===== src/hdl/ex_pkg.sv =====
// Shared definitions for the execute stage
// Word and address widths, vector types, ALU and multiplier opcodes
// and the multiplier state encoding, referenced by scoped names
package ex_pkg;

  //////////////////////////////////////////////////////////////////////
  // Widths
  //////////////////////////////////////////////////////////////////////

  // Datapath word
  localparam int unsigned DATA_W     = 32;
  // Register file write address, 64 entries
  localparam int unsigned REG_ADDR_W = 6;
  // Opcode widths
  localparam int unsigned ALU_OP_W   = 3;
  localparam int unsigned MULT_OP_W  = 1;

  // Default latency of the high-word multiply, in cycles
  localparam int unsigned MULH_CYCLES_DEFAULT = 3;

  //////////////////////////////////////////////////////////////////////
  // Types
  //////////////////////////////////////////////////////////////////////

  typedef logic [DATA_W-1:0]     data_t;
  typedef logic [REG_ADDR_W-1:0] reg_addr_t;
  typedef logic [ALU_OP_W-1:0]   alu_op_t;
  typedef logic [MULT_OP_W-1:0]  mult_op_t;

  // ALU operation codes
  localparam alu_op_t ALU_ADD = 3'd0;
  localparam alu_op_t ALU_SUB = 3'd1;
  localparam alu_op_t ALU_AND = 3'd2;
  localparam alu_op_t ALU_OR  = 3'd3;
  localparam alu_op_t ALU_XOR = 3'd4;
  localparam alu_op_t ALU_SLL = 3'd5;
  localparam alu_op_t ALU_SRL = 3'd6;
  // Branch-equal compare
  localparam alu_op_t ALU_EQ  = 3'd7;

  // Multiplier operation codes
  localparam mult_op_t MUL_LO = 1'b0;
  localparam mult_op_t MUL_HI = 1'b1;

  // Multiplier sequencing for the high word
  typedef enum logic {
    MULT_IDLE,
    MULT_BUSY
  } mult_state_e;

endpackage


===== src/hdl/ex_alu.sv =====
// Integer ALU of the execute stage
// Add, subtract, logic ops, shifts and the equality compare for branches
// Purely combinational, result forced to zero while not enabled
module ex_alu (
  input  logic            alu_en_i,
  input  ex_pkg::alu_op_t alu_operator_i,
  input  ex_pkg::data_t   alu_operand_a_i,
  input  ex_pkg::data_t   alu_operand_b_i,
  output ex_pkg::data_t   alu_result_o,
  output logic            alu_cmp_o
);

  //////////////////////////////////////////////////////////////////////
  // Adder
  //////////////////////////////////////////////////////////////////////

  // Subtract shares the adder, B inverted plus carry-in
  logic          is_sub;
  ex_pkg::data_t adder_b;
  ex_pkg::data_t adder_sum;

  assign is_sub    = (alu_operator_i == ex_pkg::ALU_SUB);
  assign adder_b   = is_sub ? ~alu_operand_b_i : alu_operand_b_i;
  assign adder_sum = alu_operand_a_i + adder_b + ex_pkg::data_t'(is_sub);

  //////////////////////////////////////////////////////////////////////
  // Shifter and comparator
  //////////////////////////////////////////////////////////////////////

  // Shift amount from low five bits of B
  logic [4:0]    shamt;
  ex_pkg::data_t shift_left;
  ex_pkg::data_t shift_right;
  logic          operands_eq;

  assign shamt       = alu_operand_b_i[4:0];
  assign shift_left  = alu_operand_a_i << shamt;
  // Logical shift, zeros come in from the top
  assign shift_right = alu_operand_a_i >> shamt;

  assign operands_eq = (alu_operand_a_i == alu_operand_b_i);

  // Branch decision only for the compare opcode
  assign alu_cmp_o = alu_en_i && (alu_operator_i == ex_pkg::ALU_EQ) && operands_eq;

  //////////////////////////////////////////////////////////////////////
  // Result select
  //////////////////////////////////////////////////////////////////////

  always_comb begin
    alu_result_o = '0;
    // Idle cycles keep the result bus quiet
    if (alu_en_i) begin
      case (alu_operator_i)
        ex_pkg::ALU_ADD,
        ex_pkg::ALU_SUB: alu_result_o = adder_sum;
        ex_pkg::ALU_AND: alu_result_o = alu_operand_a_i & alu_operand_b_i;
        ex_pkg::ALU_OR:  alu_result_o = alu_operand_a_i | alu_operand_b_i;
        ex_pkg::ALU_XOR: alu_result_o = alu_operand_a_i ^ alu_operand_b_i;
        ex_pkg::ALU_SLL: alu_result_o = shift_left;
        ex_pkg::ALU_SRL: alu_result_o = shift_right;
        // Compare flag zero-extended into the word
        ex_pkg::ALU_EQ:  alu_result_o = ex_pkg::data_t'(operands_eq);
        default:         alu_result_o = '0;
      endcase
    end
  end

endmodule


===== src/hdl/ex_mult.sv =====
// Signed multiplier of the execute stage
// Low word of the product returns in the same cycle, the high word
// waits MULH_CYCLES-1 stall cycles before ready goes back up
module ex_mult #(
  parameter int unsigned MULH_CYCLES = 3
) (
  input  logic             clk,
  input  logic             rst_n,
  input  logic             mult_en_i,
  input  ex_pkg::mult_op_t mult_operator_i,
  input  ex_pkg::data_t    mult_operand_a_i,
  input  ex_pkg::data_t    mult_operand_b_i,
  input  logic             ex_ready_i,
  output ex_pkg::data_t    mult_result_o,
  output logic             mult_ready_o,
  output logic             mult_multicycle_o
);

  // Counter sized to reach MULH_CYCLES-1
  localparam int unsigned CNT_W = $clog2(MULH_CYCLES) + 1;
  localparam logic [CNT_W-1:0] CNT_LAST = CNT_W'(MULH_CYCLES - 1);

  //////////////////////////////////////////////////////////////////////
  // Product
  //////////////////////////////////////////////////////////////////////

  logic signed [2*ex_pkg::DATA_W-1:0] product;
  logic                               hi_req;

  // Both operands signed, low word is the same as unsigned
  assign product = $signed(mult_operand_a_i) * $signed(mult_operand_b_i);
  assign hi_req  = mult_en_i && (mult_operator_i == ex_pkg::MUL_HI);

  always_comb begin
    mult_result_o = '0;
    if (mult_en_i) begin
      if (mult_operator_i == ex_pkg::MUL_HI) begin
        mult_result_o = product[2*ex_pkg::DATA_W-1:ex_pkg::DATA_W];
      end else begin
        mult_result_o = product[ex_pkg::DATA_W-1:0];
      end
    end
  end

  //////////////////////////////////////////////////////////////////////
  // High-word sequencer
  //////////////////////////////////////////////////////////////////////

  ex_pkg::mult_state_e state_q;
  ex_pkg::mult_state_e state_d;
  logic [CNT_W-1:0]    cnt_q;
  logic [CNT_W-1:0]    cnt_d;

  always_comb begin
    state_d           = state_q;
    cnt_d             = cnt_q;
    mult_ready_o      = 1'b1;
    mult_multicycle_o = 1'b0;
    case (state_q)
      ex_pkg::MULT_IDLE: begin
        // First cycle of a high-word request already stalls
        if (hi_req && (MULH_CYCLES > 1)) begin
          mult_ready_o      = 1'b0;
          mult_multicycle_o = 1'b1;
          cnt_d             = CNT_W'(1);
          state_d           = ex_pkg::MULT_BUSY;
        end
      end
      ex_pkg::MULT_BUSY: begin
        if (cnt_q < CNT_LAST) begin
          mult_ready_o      = 1'b0;
          mult_multicycle_o = 1'b1;
          cnt_d             = cnt_q + 1'b1;
        end else if (ex_ready_i) begin
          // Result presented and EX advances
          cnt_d   = '0;
          state_d = ex_pkg::MULT_IDLE;
        end
        // Otherwise hold under back-pressure
      end
      default: begin
        cnt_d   = '0;
        state_d = ex_pkg::MULT_IDLE;
      end
    endcase
  end

  always_ff @(posedge clk or negedge rst_n) begin
    if (!rst_n) begin
      state_q <= ex_pkg::MULT_IDLE;
      cnt_q   <= '0;
    end else begin
      state_q <= state_d;
      cnt_q   <= cnt_d;
    end
  end

endmodule


===== src/hdl/ex_fwd_mux.sv =====
// Forwarding write-port mux of the execute stage
// Picks CSR, multiplier or ALU data for the ALU register-file port
// and the ID-stage bypass; enable and address pass straight through
module ex_fwd_mux (
  input  logic               alu_en_i,
  input  logic               mult_en_i,
  input  logic               csr_access_i,
  input  logic               regfile_alu_we_i,
  input  ex_pkg::reg_addr_t  regfile_alu_waddr_i,
  input  ex_pkg::data_t      alu_result_i,
  input  ex_pkg::data_t      mult_result_i,
  input  ex_pkg::data_t      csr_rdata_i,
  output logic               regfile_alu_we_fw_o,
  output ex_pkg::reg_addr_t  regfile_alu_waddr_fw_o,
  output ex_pkg::data_t      regfile_alu_wdata_fw_o
);

  // Write control from decode unchanged
  assign regfile_alu_we_fw_o    = regfile_alu_we_i;
  assign regfile_alu_waddr_fw_o = regfile_alu_waddr_i;

  //////////////////////////////////////////////////////////////////////
  // Data select
  //////////////////////////////////////////////////////////////////////

  always_comb begin
    // Priority CSR, then multiplier, then ALU
    if (csr_access_i) begin
      regfile_alu_wdata_fw_o = csr_rdata_i;
    end else if (mult_en_i) begin
      regfile_alu_wdata_fw_o = mult_result_i;
    end else if (alu_en_i) begin
      regfile_alu_wdata_fw_o = alu_result_i;
    end else begin
      // Nothing selected
      regfile_alu_wdata_fw_o = '0;
    end
  end

endmodule


===== src/hdl/ex_wb_pipe.sv =====
// Stall control and EX/WB register of the execute stage
// Builds ex_ready/ex_valid from the unit ready flags and write-back
// ready, and registers the load/store write-back enable and address
module ex_wb_pipe (
  input  logic              clk,
  input  logic              rst_n,
  input  logic              alu_en_i,
  input  logic              mult_en_i,
  input  logic              csr_access_i,
  input  logic              lsu_en_i,
  input  logic              mult_ready_i,
  input  logic              lsu_ready_ex_i,
  input  logic              lsu_err_i,
  input  logic              wb_ready_i,
  input  logic              branch_in_ex_i,
  input  logic              regfile_we_i,
  input  ex_pkg::reg_addr_t regfile_waddr_i,
  output logic              ex_ready_o,
  output logic              ex_valid_o,
  output logic              regfile_we_wb_o,
  output ex_pkg::reg_addr_t regfile_waddr_wb_o
);

  //////////////////////////////////////////////////////////////////////
  // Ready and valid
  //////////////////////////////////////////////////////////////////////

  logic units_ready;
  logic ex_active;
  logic wb_we_gated;

  // All units done and write-back can take the result
  assign units_ready = mult_ready_i & lsu_ready_ex_i & wb_ready_i;
  assign ex_active   = alu_en_i | mult_en_i | csr_access_i | lsu_en_i;

  // Branches finish in EX, no write-back needed
  assign ex_ready_o = units_ready | branch_in_ex_i;
  // Valid does not look at ready, avoids a loop through decode
  assign ex_valid_o = ex_active & units_ready;

  // Faulting access never writes the register file
  assign wb_we_gated = regfile_we_i & ~lsu_err_i;

  //////////////////////////////////////////////////////////////////////
  // EX/WB register
  //////////////////////////////////////////////////////////////////////

  always_ff @(posedge clk or negedge rst_n) begin
    if (!rst_n) begin
      regfile_we_wb_o    <= 1'b0;
      regfile_waddr_wb_o <= '0;
    end else begin
      if (ex_valid_o) begin
        regfile_we_wb_o <= wb_we_gated;
        // Address only moves with a real write
        if (wb_we_gated) begin
          regfile_waddr_wb_o <= regfile_waddr_i;
        end
      end else if (wb_ready_i) begin
        // WB ready but nothing completes, flush the slot
        regfile_we_wb_o <= 1'b0;
      end
      // Otherwise hold under back-pressure
    end
  end

endmodule


===== src/hdl/ex_stage_top.sv =====
// Execute stage top level
// Wires ALU, multiplier, forwarding mux and EX/WB stall logic together
// and to the decode, load/store, write-back and fetch interfaces
module ex_stage_top #(
  parameter int unsigned MULH_CYCLES = ex_pkg::MULH_CYCLES_DEFAULT
) (
  input  logic              clk,
  input  logic              rst_n,

  // ALU operands and control from decode
  input  logic              alu_en_i,
  input  ex_pkg::alu_op_t   alu_operator_i,
  input  ex_pkg::data_t     alu_operand_a_i,
  input  ex_pkg::data_t     alu_operand_b_i,
  input  ex_pkg::data_t     alu_operand_c_i,

  // Multiplier operands and control
  input  logic              mult_en_i,
  input  ex_pkg::mult_op_t  mult_operator_i,
  input  ex_pkg::data_t     mult_operand_a_i,
  input  ex_pkg::data_t     mult_operand_b_i,
  output logic              mult_multicycle_o,

  // Load/store unit
  input  logic              lsu_en_i,
  input  ex_pkg::data_t     lsu_rdata_i,
  input  logic              lsu_ready_ex_i,
  input  logic              lsu_err_i,

  // Register write control from decode
  input  logic              branch_in_ex_i,
  input  logic              regfile_alu_we_i,
  input  ex_pkg::reg_addr_t regfile_alu_waddr_i,
  input  logic              regfile_we_i,
  input  ex_pkg::reg_addr_t regfile_waddr_i,

  // CSR read data
  input  logic              csr_access_i,
  input  ex_pkg::data_t     csr_rdata_i,

  // Load/store write-back port
  output logic              regfile_we_wb_o,
  output ex_pkg::reg_addr_t regfile_waddr_wb_o,
  output ex_pkg::data_t     regfile_wdata_wb_o,

  // Forwarding port to register file and decode
  output logic              regfile_alu_we_fw_o,
  output ex_pkg::reg_addr_t regfile_alu_waddr_fw_o,
  output ex_pkg::data_t     regfile_alu_wdata_fw_o,

  // Branch resolution to fetch
  output ex_pkg::data_t     jump_target_o,
  output logic              branch_decision_o,

  // Pipeline handshake
  output logic              ex_ready_o,
  output logic              ex_valid_o,
  input  logic              wb_ready_i
);

  ex_pkg::data_t alu_result;
  logic          alu_cmp;
  ex_pkg::data_t mult_result;
  logic          mult_ready;
  logic          ex_ready;

  // Branch outputs straight from the compare and operand C
  assign branch_decision_o = alu_cmp;
  assign jump_target_o     = alu_operand_c_i;

  // Load data goes to write-back unregistered
  assign regfile_wdata_wb_o = lsu_rdata_i;

  assign ex_ready_o = ex_ready;

  //////////////////////////////////////////////////////////////////////
  // Datapath units
  //////////////////////////////////////////////////////////////////////

  ex_alu u_alu (
    .alu_en_i        (alu_en_i),
    .alu_operator_i  (alu_operator_i),
    .alu_operand_a_i (alu_operand_a_i),
    .alu_operand_b_i (alu_operand_b_i),
    .alu_result_o    (alu_result),
    .alu_cmp_o       (alu_cmp)
  );

  // Ready feedback lets the multiplier leave BUSY only as EX advances
  ex_mult #(
    .MULH_CYCLES (MULH_CYCLES)
  ) u_mult (
    .clk               (clk),
    .rst_n             (rst_n),
    .mult_en_i         (mult_en_i),
    .mult_operator_i   (mult_operator_i),
    .mult_operand_a_i  (mult_operand_a_i),
    .mult_operand_b_i  (mult_operand_b_i),
    .ex_ready_i        (ex_ready),
    .mult_result_o     (mult_result),
    .mult_ready_o      (mult_ready),
    .mult_multicycle_o (mult_multicycle_o)
  );

  //////////////////////////////////////////////////////////////////////
  // Write ports and stall control
  //////////////////////////////////////////////////////////////////////

  ex_fwd_mux u_fwd_mux (
    .alu_en_i               (alu_en_i),
    .mult_en_i              (mult_en_i),
    .csr_access_i           (csr_access_i),
    .regfile_alu_we_i       (regfile_alu_we_i),
    .regfile_alu_waddr_i    (regfile_alu_waddr_i),
    .alu_result_i           (alu_result),
    .mult_result_i          (mult_result),
    .csr_rdata_i            (csr_rdata_i),
    .regfile_alu_we_fw_o    (regfile_alu_we_fw_o),
    .regfile_alu_waddr_fw_o (regfile_alu_waddr_fw_o),
    .regfile_alu_wdata_fw_o (regfile_alu_wdata_fw_o)
  );

  ex_wb_pipe u_wb_pipe (
    .clk                (clk),
    .rst_n              (rst_n),
    .alu_en_i           (alu_en_i),
    .mult_en_i          (mult_en_i),
    .csr_access_i       (csr_access_i),
    .lsu_en_i           (lsu_en_i),
    .mult_ready_i       (mult_ready),
    .lsu_ready_ex_i     (lsu_ready_ex_i),
    .lsu_err_i          (lsu_err_i),
    .wb_ready_i         (wb_ready_i),
    .branch_in_ex_i     (branch_in_ex_i),
    .regfile_we_i       (regfile_we_i),
    .regfile_waddr_i    (regfile_waddr_i),
    .ex_ready_o         (ex_ready),
    .ex_valid_o         (ex_valid_o),
    .regfile_we_wb_o    (regfile_we_wb_o),
    .regfile_waddr_wb_o (regfile_waddr_wb_o)
  );

endmodule


===== config.mk =====
export PLATFORM = sky130hd
export DESIGN_NAME = ex_stage_top
export DESIGN_NICKNAME = d
export VERILOG_FILES = /design/src/hdl/ex_pkg.sv /design/src/hdl/ex_alu.sv /design/src/hdl/ex_mult.sv /design/src/hdl/ex_fwd_mux.sv /design/src/hdl/ex_wb_pipe.sv /design/src/hdl/ex_stage_top.sv
export SDC_FILE = /design/constraint.sdc
export NUM_CORES = 2
export LEC_CHECK = 0
export BUFFER_PORTS_ARGS = -buffer_cell sky130_fd_sc_hd__buf_4
export CORE_UTILIZATION = 45
export DETAILED_ROUTE_END_ITERATION = 8
export GPL_TIMING_DRIVEN = 0
export PLACE_DENSITY_LB_ADDON = 0.2
export RECOVER_POWER = 50
export SLEW_MARGIN = 10
export SYNTH_ARGS = -nofsm -noshare
export SYNTH_HDL_FRONTEND = slang
export SYNTH_SLANG_ARGS = --single-unit
export TNS_END_PERCENT = 1

===== constraint.sdc =====
create_clock -name clk -period 10.85 [get_ports clk]
set_clock_uncertainty 0.15 [all_clocks]
set_input_delay 0.5425 -clock clk [delete_from_list [all_inputs] [get_ports clk]]
set_output_delay 0.5425 -clock clk [all_outputs]
set_load 0.05 [all_outputs]

### Word-level counts from Yosys, hierarchy flattened

Cells that the tools add are included.

| storage, ports and cells | value |
|---|---|
| flip-flop bits (word level) | 11 |
| latch bits | 0 |
| memory bits (writable) | 0 |
| ROM bits | 0 |
| input bits | 252 |
| output and inout bits | 114 |
| memories kept | 0 |

| operators by class | value |
|---|---|
| $add $sub $neg | 3 |
| $mul | 1 |
| divide/modulo/power cells | 0 |
| order comparisons | 1 |
| equal/unequal tests | 10 |
| shift-type cells | 2 |
| mux-type cells | 21 |
| bitwise operators | 14 |
| reductions and logical operators | 8 |

Operators with widths:

| cell | count |
|---|---|
| $pmux 32 s7 | 1 |
| $mux 32 | 5 |
| $mul 32x32->64 | 1 |
| $add 32x1->32 | 1 |
| $add 32x32->32 | 1 |
| $and 32x32->32 | 1 |
| $eq 32x32->1 | 1 |
| $not 32->32 | 1 |
| $or 32x32->32 | 1 |
| $shl 32x5->32 | 1 |
| $shr 32x5->32 | 1 |
| $xor 32x32->32 | 1 |
| $eq 3x3->1 const B | 4 |
| $mux 3 | 3 |
| $mux 1 | 8 |
| $eq 3x2->1 const B | 2 |
| $pmux 1 s2 | 3 |
| $pmux 3 s2 | 1 |
| $and 1x1->1 | 4 |
| $or 1x1->1 | 4 |
| $reduce_and 2->1 | 2 |
| $add 3x1->3 const B | 1 |
| $eq 3x1->1 const B | 1 |
| $logic_and 1x1->1 | 3 |
| 7 further kinds | 8 |

### Depth between registers and ports, before layout

| logic depth | value |
|---|---|
| depth after elaboration | 9 |
| mapped depth | 30 |
| gate-level depth less buffers | 28 |

### Modules after synthesis

A second synthesis with hierarchy kept.

| unflattened totals | value |
|---|---|
| cells, all modules | 5243 |
| area total of the unflattened synthesis | 45568.7 um^2 |

By module, submodules not included:

| module | times used | cells each | area each (um^2) |
|---|---|---|---|
| ex_mult | 1 | 3955 | 36670.2 |
| ex_alu | 1 | 1052 | 7155.6 |
| ex_fwd_mux | 1 | 152 | 940.9 |
| ex_stage_top | 1 | 64 | 480.5 |
| ex_wb_pipe | 1 | 20 | 321.6 |

### Least setup slack after synthesis

OpenSTA, ideal clock, no wires.

| path | value |
|---|---|
| path type | in2out |
| start | input mult_operand_b_i[2] |
| end | output regfile_alu_wdata_fw_o[27] |
| data arrival time | 8.748 ns |
| data required time | 10.158 ns |
| path slack | 1.409 ns |
| cell stages on the path | 24 |
| path buffers | 2 |
| path through | clkbuf_1 > nand2_1 > inv_1 > fa_1 > fa_1 > fa_1 > fa_1 > inv_1 > fa_1 > inv_1 > fa_1 > inv_1 > fa_1 > inv_1 > fa_1 > ha_1 > clkbuf_1 > nand4_1 > or2_2 > nor3_1 > a21oi_1 > a31oi_1 > mux2_2 > o21ai_0 |

| between the ends | value |
|---|---|
| cells in the longest elaborated chain, start to end | 4 |

RTL lines:

| item | RTL line | source |
|---|---|---|
| from (decl) | ex_stage_top.sv:21 | `input ex_pkg::data_t mult_operand_b_i,` |
| $mul 32x32->64 | ex_mult.sv:31 | `assign product = $signed(mult_operand_a_i) * $signed(mult_operand_b_i);` |
| $mux 32 | ex_mult.sv:37 | `if (mult_operator_i == ex_pkg::MUL_HI) begin` |
| $mux 32 | ex_fwd_mux.sv:30 | `end else if (mult_en_i) begin` |
| $mux 32 | ex_fwd_mux.sv:28 | `if (csr_access_i) begin` |
| to (decl) | ex_stage_top.sv:49 | `output ex_pkg::data_t regfile_alu_wdata_fw_o,` |

No other way between the ends.

### Worst setup path after layout

| path | value |
|---|---|
| start | input mult_operand_a_i[17] |
| end | output regfile_alu_wdata_fw_o[22] |

| between the ends | value |
|---|---|
| cells in the longest elaborated chain, start to end | 4 |

RTL lines:

| item | RTL line | source |
|---|---|---|
| from (decl) | ex_stage_top.sv:20 | `input ex_pkg::data_t mult_operand_a_i,` |
| $mul 32x32->64 | ex_mult.sv:31 |  |
| $mux 32 | ex_mult.sv:37 |  |
| $mux 32 | ex_fwd_mux.sv:30 |  |
| $mux 32 | ex_fwd_mux.sv:28 |  |

No other way between the ends.

==> key figures <==
Cells and area
  • Area growth syn-to-layout: 8.40%
  • # nets final: 7,057
  • Fin cells: 6,744
  • Proportion of layout cells with a drive suffix above 1: 7.66%
  • FF+latch area: 275 µm²
  • Multi-input gate area: 39,100 µm²
  • Fillcell total: 9,807

Die
  • Initial Utilization: 45.6%
  • Ports: 366
  • Row count: 115
  • Die area: 101,000 µm²
  • Core area: 98,900 µm²
  • Die Width: 318 µm
  • Die Y: 318 µm

Logic synthesis
  • Synth Instances: 5,142
  • Mapped Area: 45,100 µm²
  • Avg Inst Size Synth: 8.76 µm²
  • Net Count, Synth: 6,757
  • Yosys reg bits: 11
  • Post-synth EDFFs: 0
  • Fraction of registers with async set or reset after synthesis: 100%
  • Synth area leaders: fa_1 (48%), inv_1 (8.9%), ha_1 (7.8%)
  • Post-synthesis sequential area ratio: 0.611%
  • Post-synth top area share: 48.1%
  • Synth Warn #: 0
  • Ys flop type: dfrtp_1
  • Unique masters post-synth: 83
  • Area leader, netlist: fa_1

STA
  • Pins Over Slew Limit: 0
  • Worst-Margin Slew: 1480 ps
  • Hold_ws: 346 ps
  • RSZ-0062 raised after global routing: no
  • Final hold violations: 0
  • Final WS setup: 225 ps
  • Setup violators final: 0
  • FMAX: 94.1 MHz
  • Tcrit/Tclk final: 97.9%
  • Post-route minimum period: 10,630 ps
  • Setup TNS: 0 ps
  • Max transition margin: 0.359%

Clock network
  • Clock transition at the registers of the reported paths: 50 ps
  • Maximum buffer depth of the clock tree: 2
  • CTS Sinks: 11
  • Clk_lat worst skew: 240 ps
  • CTS buffer count: 3
  • H-tree lvl count: 1
  • CTS tree: built
  • Root Buffer: clkbuf_16

Placement
  • Port Buffer Count: 293
  • Inst Count DP: 6,723
  • Pre-CTS setup slack: -409 ps
  • Dpl hpwl: 173 mm
  • GP Congestion: 1.07

Setup path
  • Worst reg2reg path startpoint: u_mult.cnt_q[1]$_DFFE_PN0P_
  • R2R depth: 8
  • Worst path arrival time: 9930 ps
  • CP required: 10,160 ps
  • Crit path capture type: output pin
  • FF-to-FF setup slack: 8600 ps
  • Crit start category: primary input
  • Worst Setup SP: mult_operand_a_i[17]
  • Critical path class: in -> out
  • CP Max Fanout: 10

Status
  • Violated checks: max-capacitance violations
  • Outcome: finished, violations left

Global route
  • Vias in the first global route: 40,900
  • GRT Total Usage: 39.9%
  • First-pass GRT wire length: 289 mm
  • Met3 usage: 8.39%
  • Global route overflow: 0
  • Initial antenna violation count: 14
  • M1 GR Usage: 52.2%
  • Largest net degree at the start of global routing: 27
  • GR peak layer: met2
  • Met2 track utilization from global routing: 61.8%

Drt
  • DRC: 0
  • Via density: 5.85
  • Drt pass-1 iters: 8
  • Routed WL: 199 mm
  • Routed wire length per instance: 29.6 µm
  • Post-DRT Antenna Nets: 0
  • Vias: 39,500
  • Starting DRT DRC Count: 4,105

Min path
  • Hold WC Path Type: in -> reg
  • Hold Path Depth: 2
  • Worst hold start: wb_ready_i

Run
  • Maxcap violations: 1
worst max-delay path: stages:
cell,delay [ps]
buf_4,140
clkbuf_1,810
nand2_1,190
fa_1,610
fa_1,580
fa_1,530
fa_1,510
inv_1,60
fa_1,600
fa_1,470
fa_1,640
fa_1,470
ha_1,450
nand2_1,70
o21ai_0,340
a41o_1,150
a41oi_1,160
a311oi_2,400
nand2_1,190
o311a_1,420
a31o_1,260
xnor2_1,200
a2111oi_2,770
a21oi_1,110
buf_4,230
state kept, by name, summed over array words and instances, names as in the netlist:
register	flops
u_wb_pipe.regfile_we_wb_o	1
u_mult.state_q	1
u_wb_pipe.regfile_waddr_wb_o	6
u_mult.cnt_q	3
layout make-up:
| class | count | area share (%) |
|---|---|---|
| Multi-Input combinational cell | 3683 | 80.0 |
| Inverter | 1077 | 8.28 |
| Timing Repair Buffer | 301 | 4.21 |
| Buffer | 365 | 3.42 |
| Tap cell | 1287 | 3.30 |
| Sequential cell | 11 | 0.564 |
| Clock buffer | 4 | 0.161 |
| Antenna cell | 16 | 0.0820 |
cells in the final DEF, fill, tap and decap left out, types with 11 or more instances in the layout:
master       n
a22o_1      15
inv_1     1073
nor2_1     163
nor3_1      31
nand2_1    583
fa_1      1081
a222oi_1    14
a211o_1     11
clkbuf_1   314
buf_2       22
ha_1       280
nor2b_1     15
xor2_1      27
a21oi_1    156
xnor2_1     91
nand3_1     26
o211ai_1    29
and3_1      12
and2_1     511
diode_2     16
o22ai_1     20
mux4_2      29
mux2_2      15
nand2b_1    32
buf_1       14
a221oi_1    29
a21o_1      40
or3_1       12
dfrtp_1     11
a22oi_1     37
buf_4      312
mux2i_1     47
nor4_1      13
nand4_1     20
o21a_1      27
o21ai_0    160
a211oi_1    20
cells by family after synthesis:
group,synth area share (%)
fa+ha+maj,55.9
flops,0.611
compound gates,9.78
mux,2.87
xor+xnor,2.29
buf+inv,12.7
simple gates,15.8
routing by layer:
metal  wire (µm)  up-vias
li1            -    16300
met1       76000    20200
met2       88800     2490
met3       21000      509
met4       13600        6
met5          42        -
path summary, 6_finish.rpt:
| kind | end |
|---|---|
| worst max-delay path | regfile_alu_wdata_fw_o[22] |
| worst min-delay path | u_wb_pipe.regfile_we_wb_o$_DFFE_PN0P_ |
| worst max register to register | u_mult.cnt_q[0]$_DFFE_PN0P_ |
| worst min register to register | u_wb_pipe.regfile_waddr_wb_o[0]$_DFFE_PN0P_ |
| max in group asynchronous | u_mult.cnt_q[0]$_DFFE_PN0P_ |
| min in group asynchronous | u_wb_pipe.regfile_waddr_wb_o[4]$_DFFE_PN0P_ |
stage by stage:
| step | utilization [%] | cell area (µm²) |
|---|---|---|
| floorplan | - | 45100 |
| global placement | 49.4 | 48900 |
| detailed placement | 49.4 | 48900 |
| CTS | 49.5 | 49000 |
| global route | 49.4 | 48800 |
| finish | 49.4 | 48800 |
synthesized netlist by cell type, drive strengths merged, types with 14 or more instances:
cell type,count
a221oi,30
ha,280
buf,107
and2,511
mux4,29
mux2i,47
mux2,15
a21o,42
nand4,20
o211ai,30
nor2b,15
o21ai,168
o22ai,20
nand3,26
a222oi,14
nand2,583
clkbuf,264
a22o,15
a211oi,21
xor2,27
nor3,32
nand2b,32
inv,1076
fa,1083
nor2,164
o21a,27
a21oi,156
a22oi,38
xnor2,91
repair_timing:
action                     in CTS  in global routing
setup endpoints to repair       4                 11
hold endpoints to repair       11                  0
buffers inserted                0                  6
hold buffers                    1                  0
resized for setup               2                  2
Power is left out: the tool's default activity adds up to more than one toggle a clock period on the data nets, which glitch-free logic cannot reach.
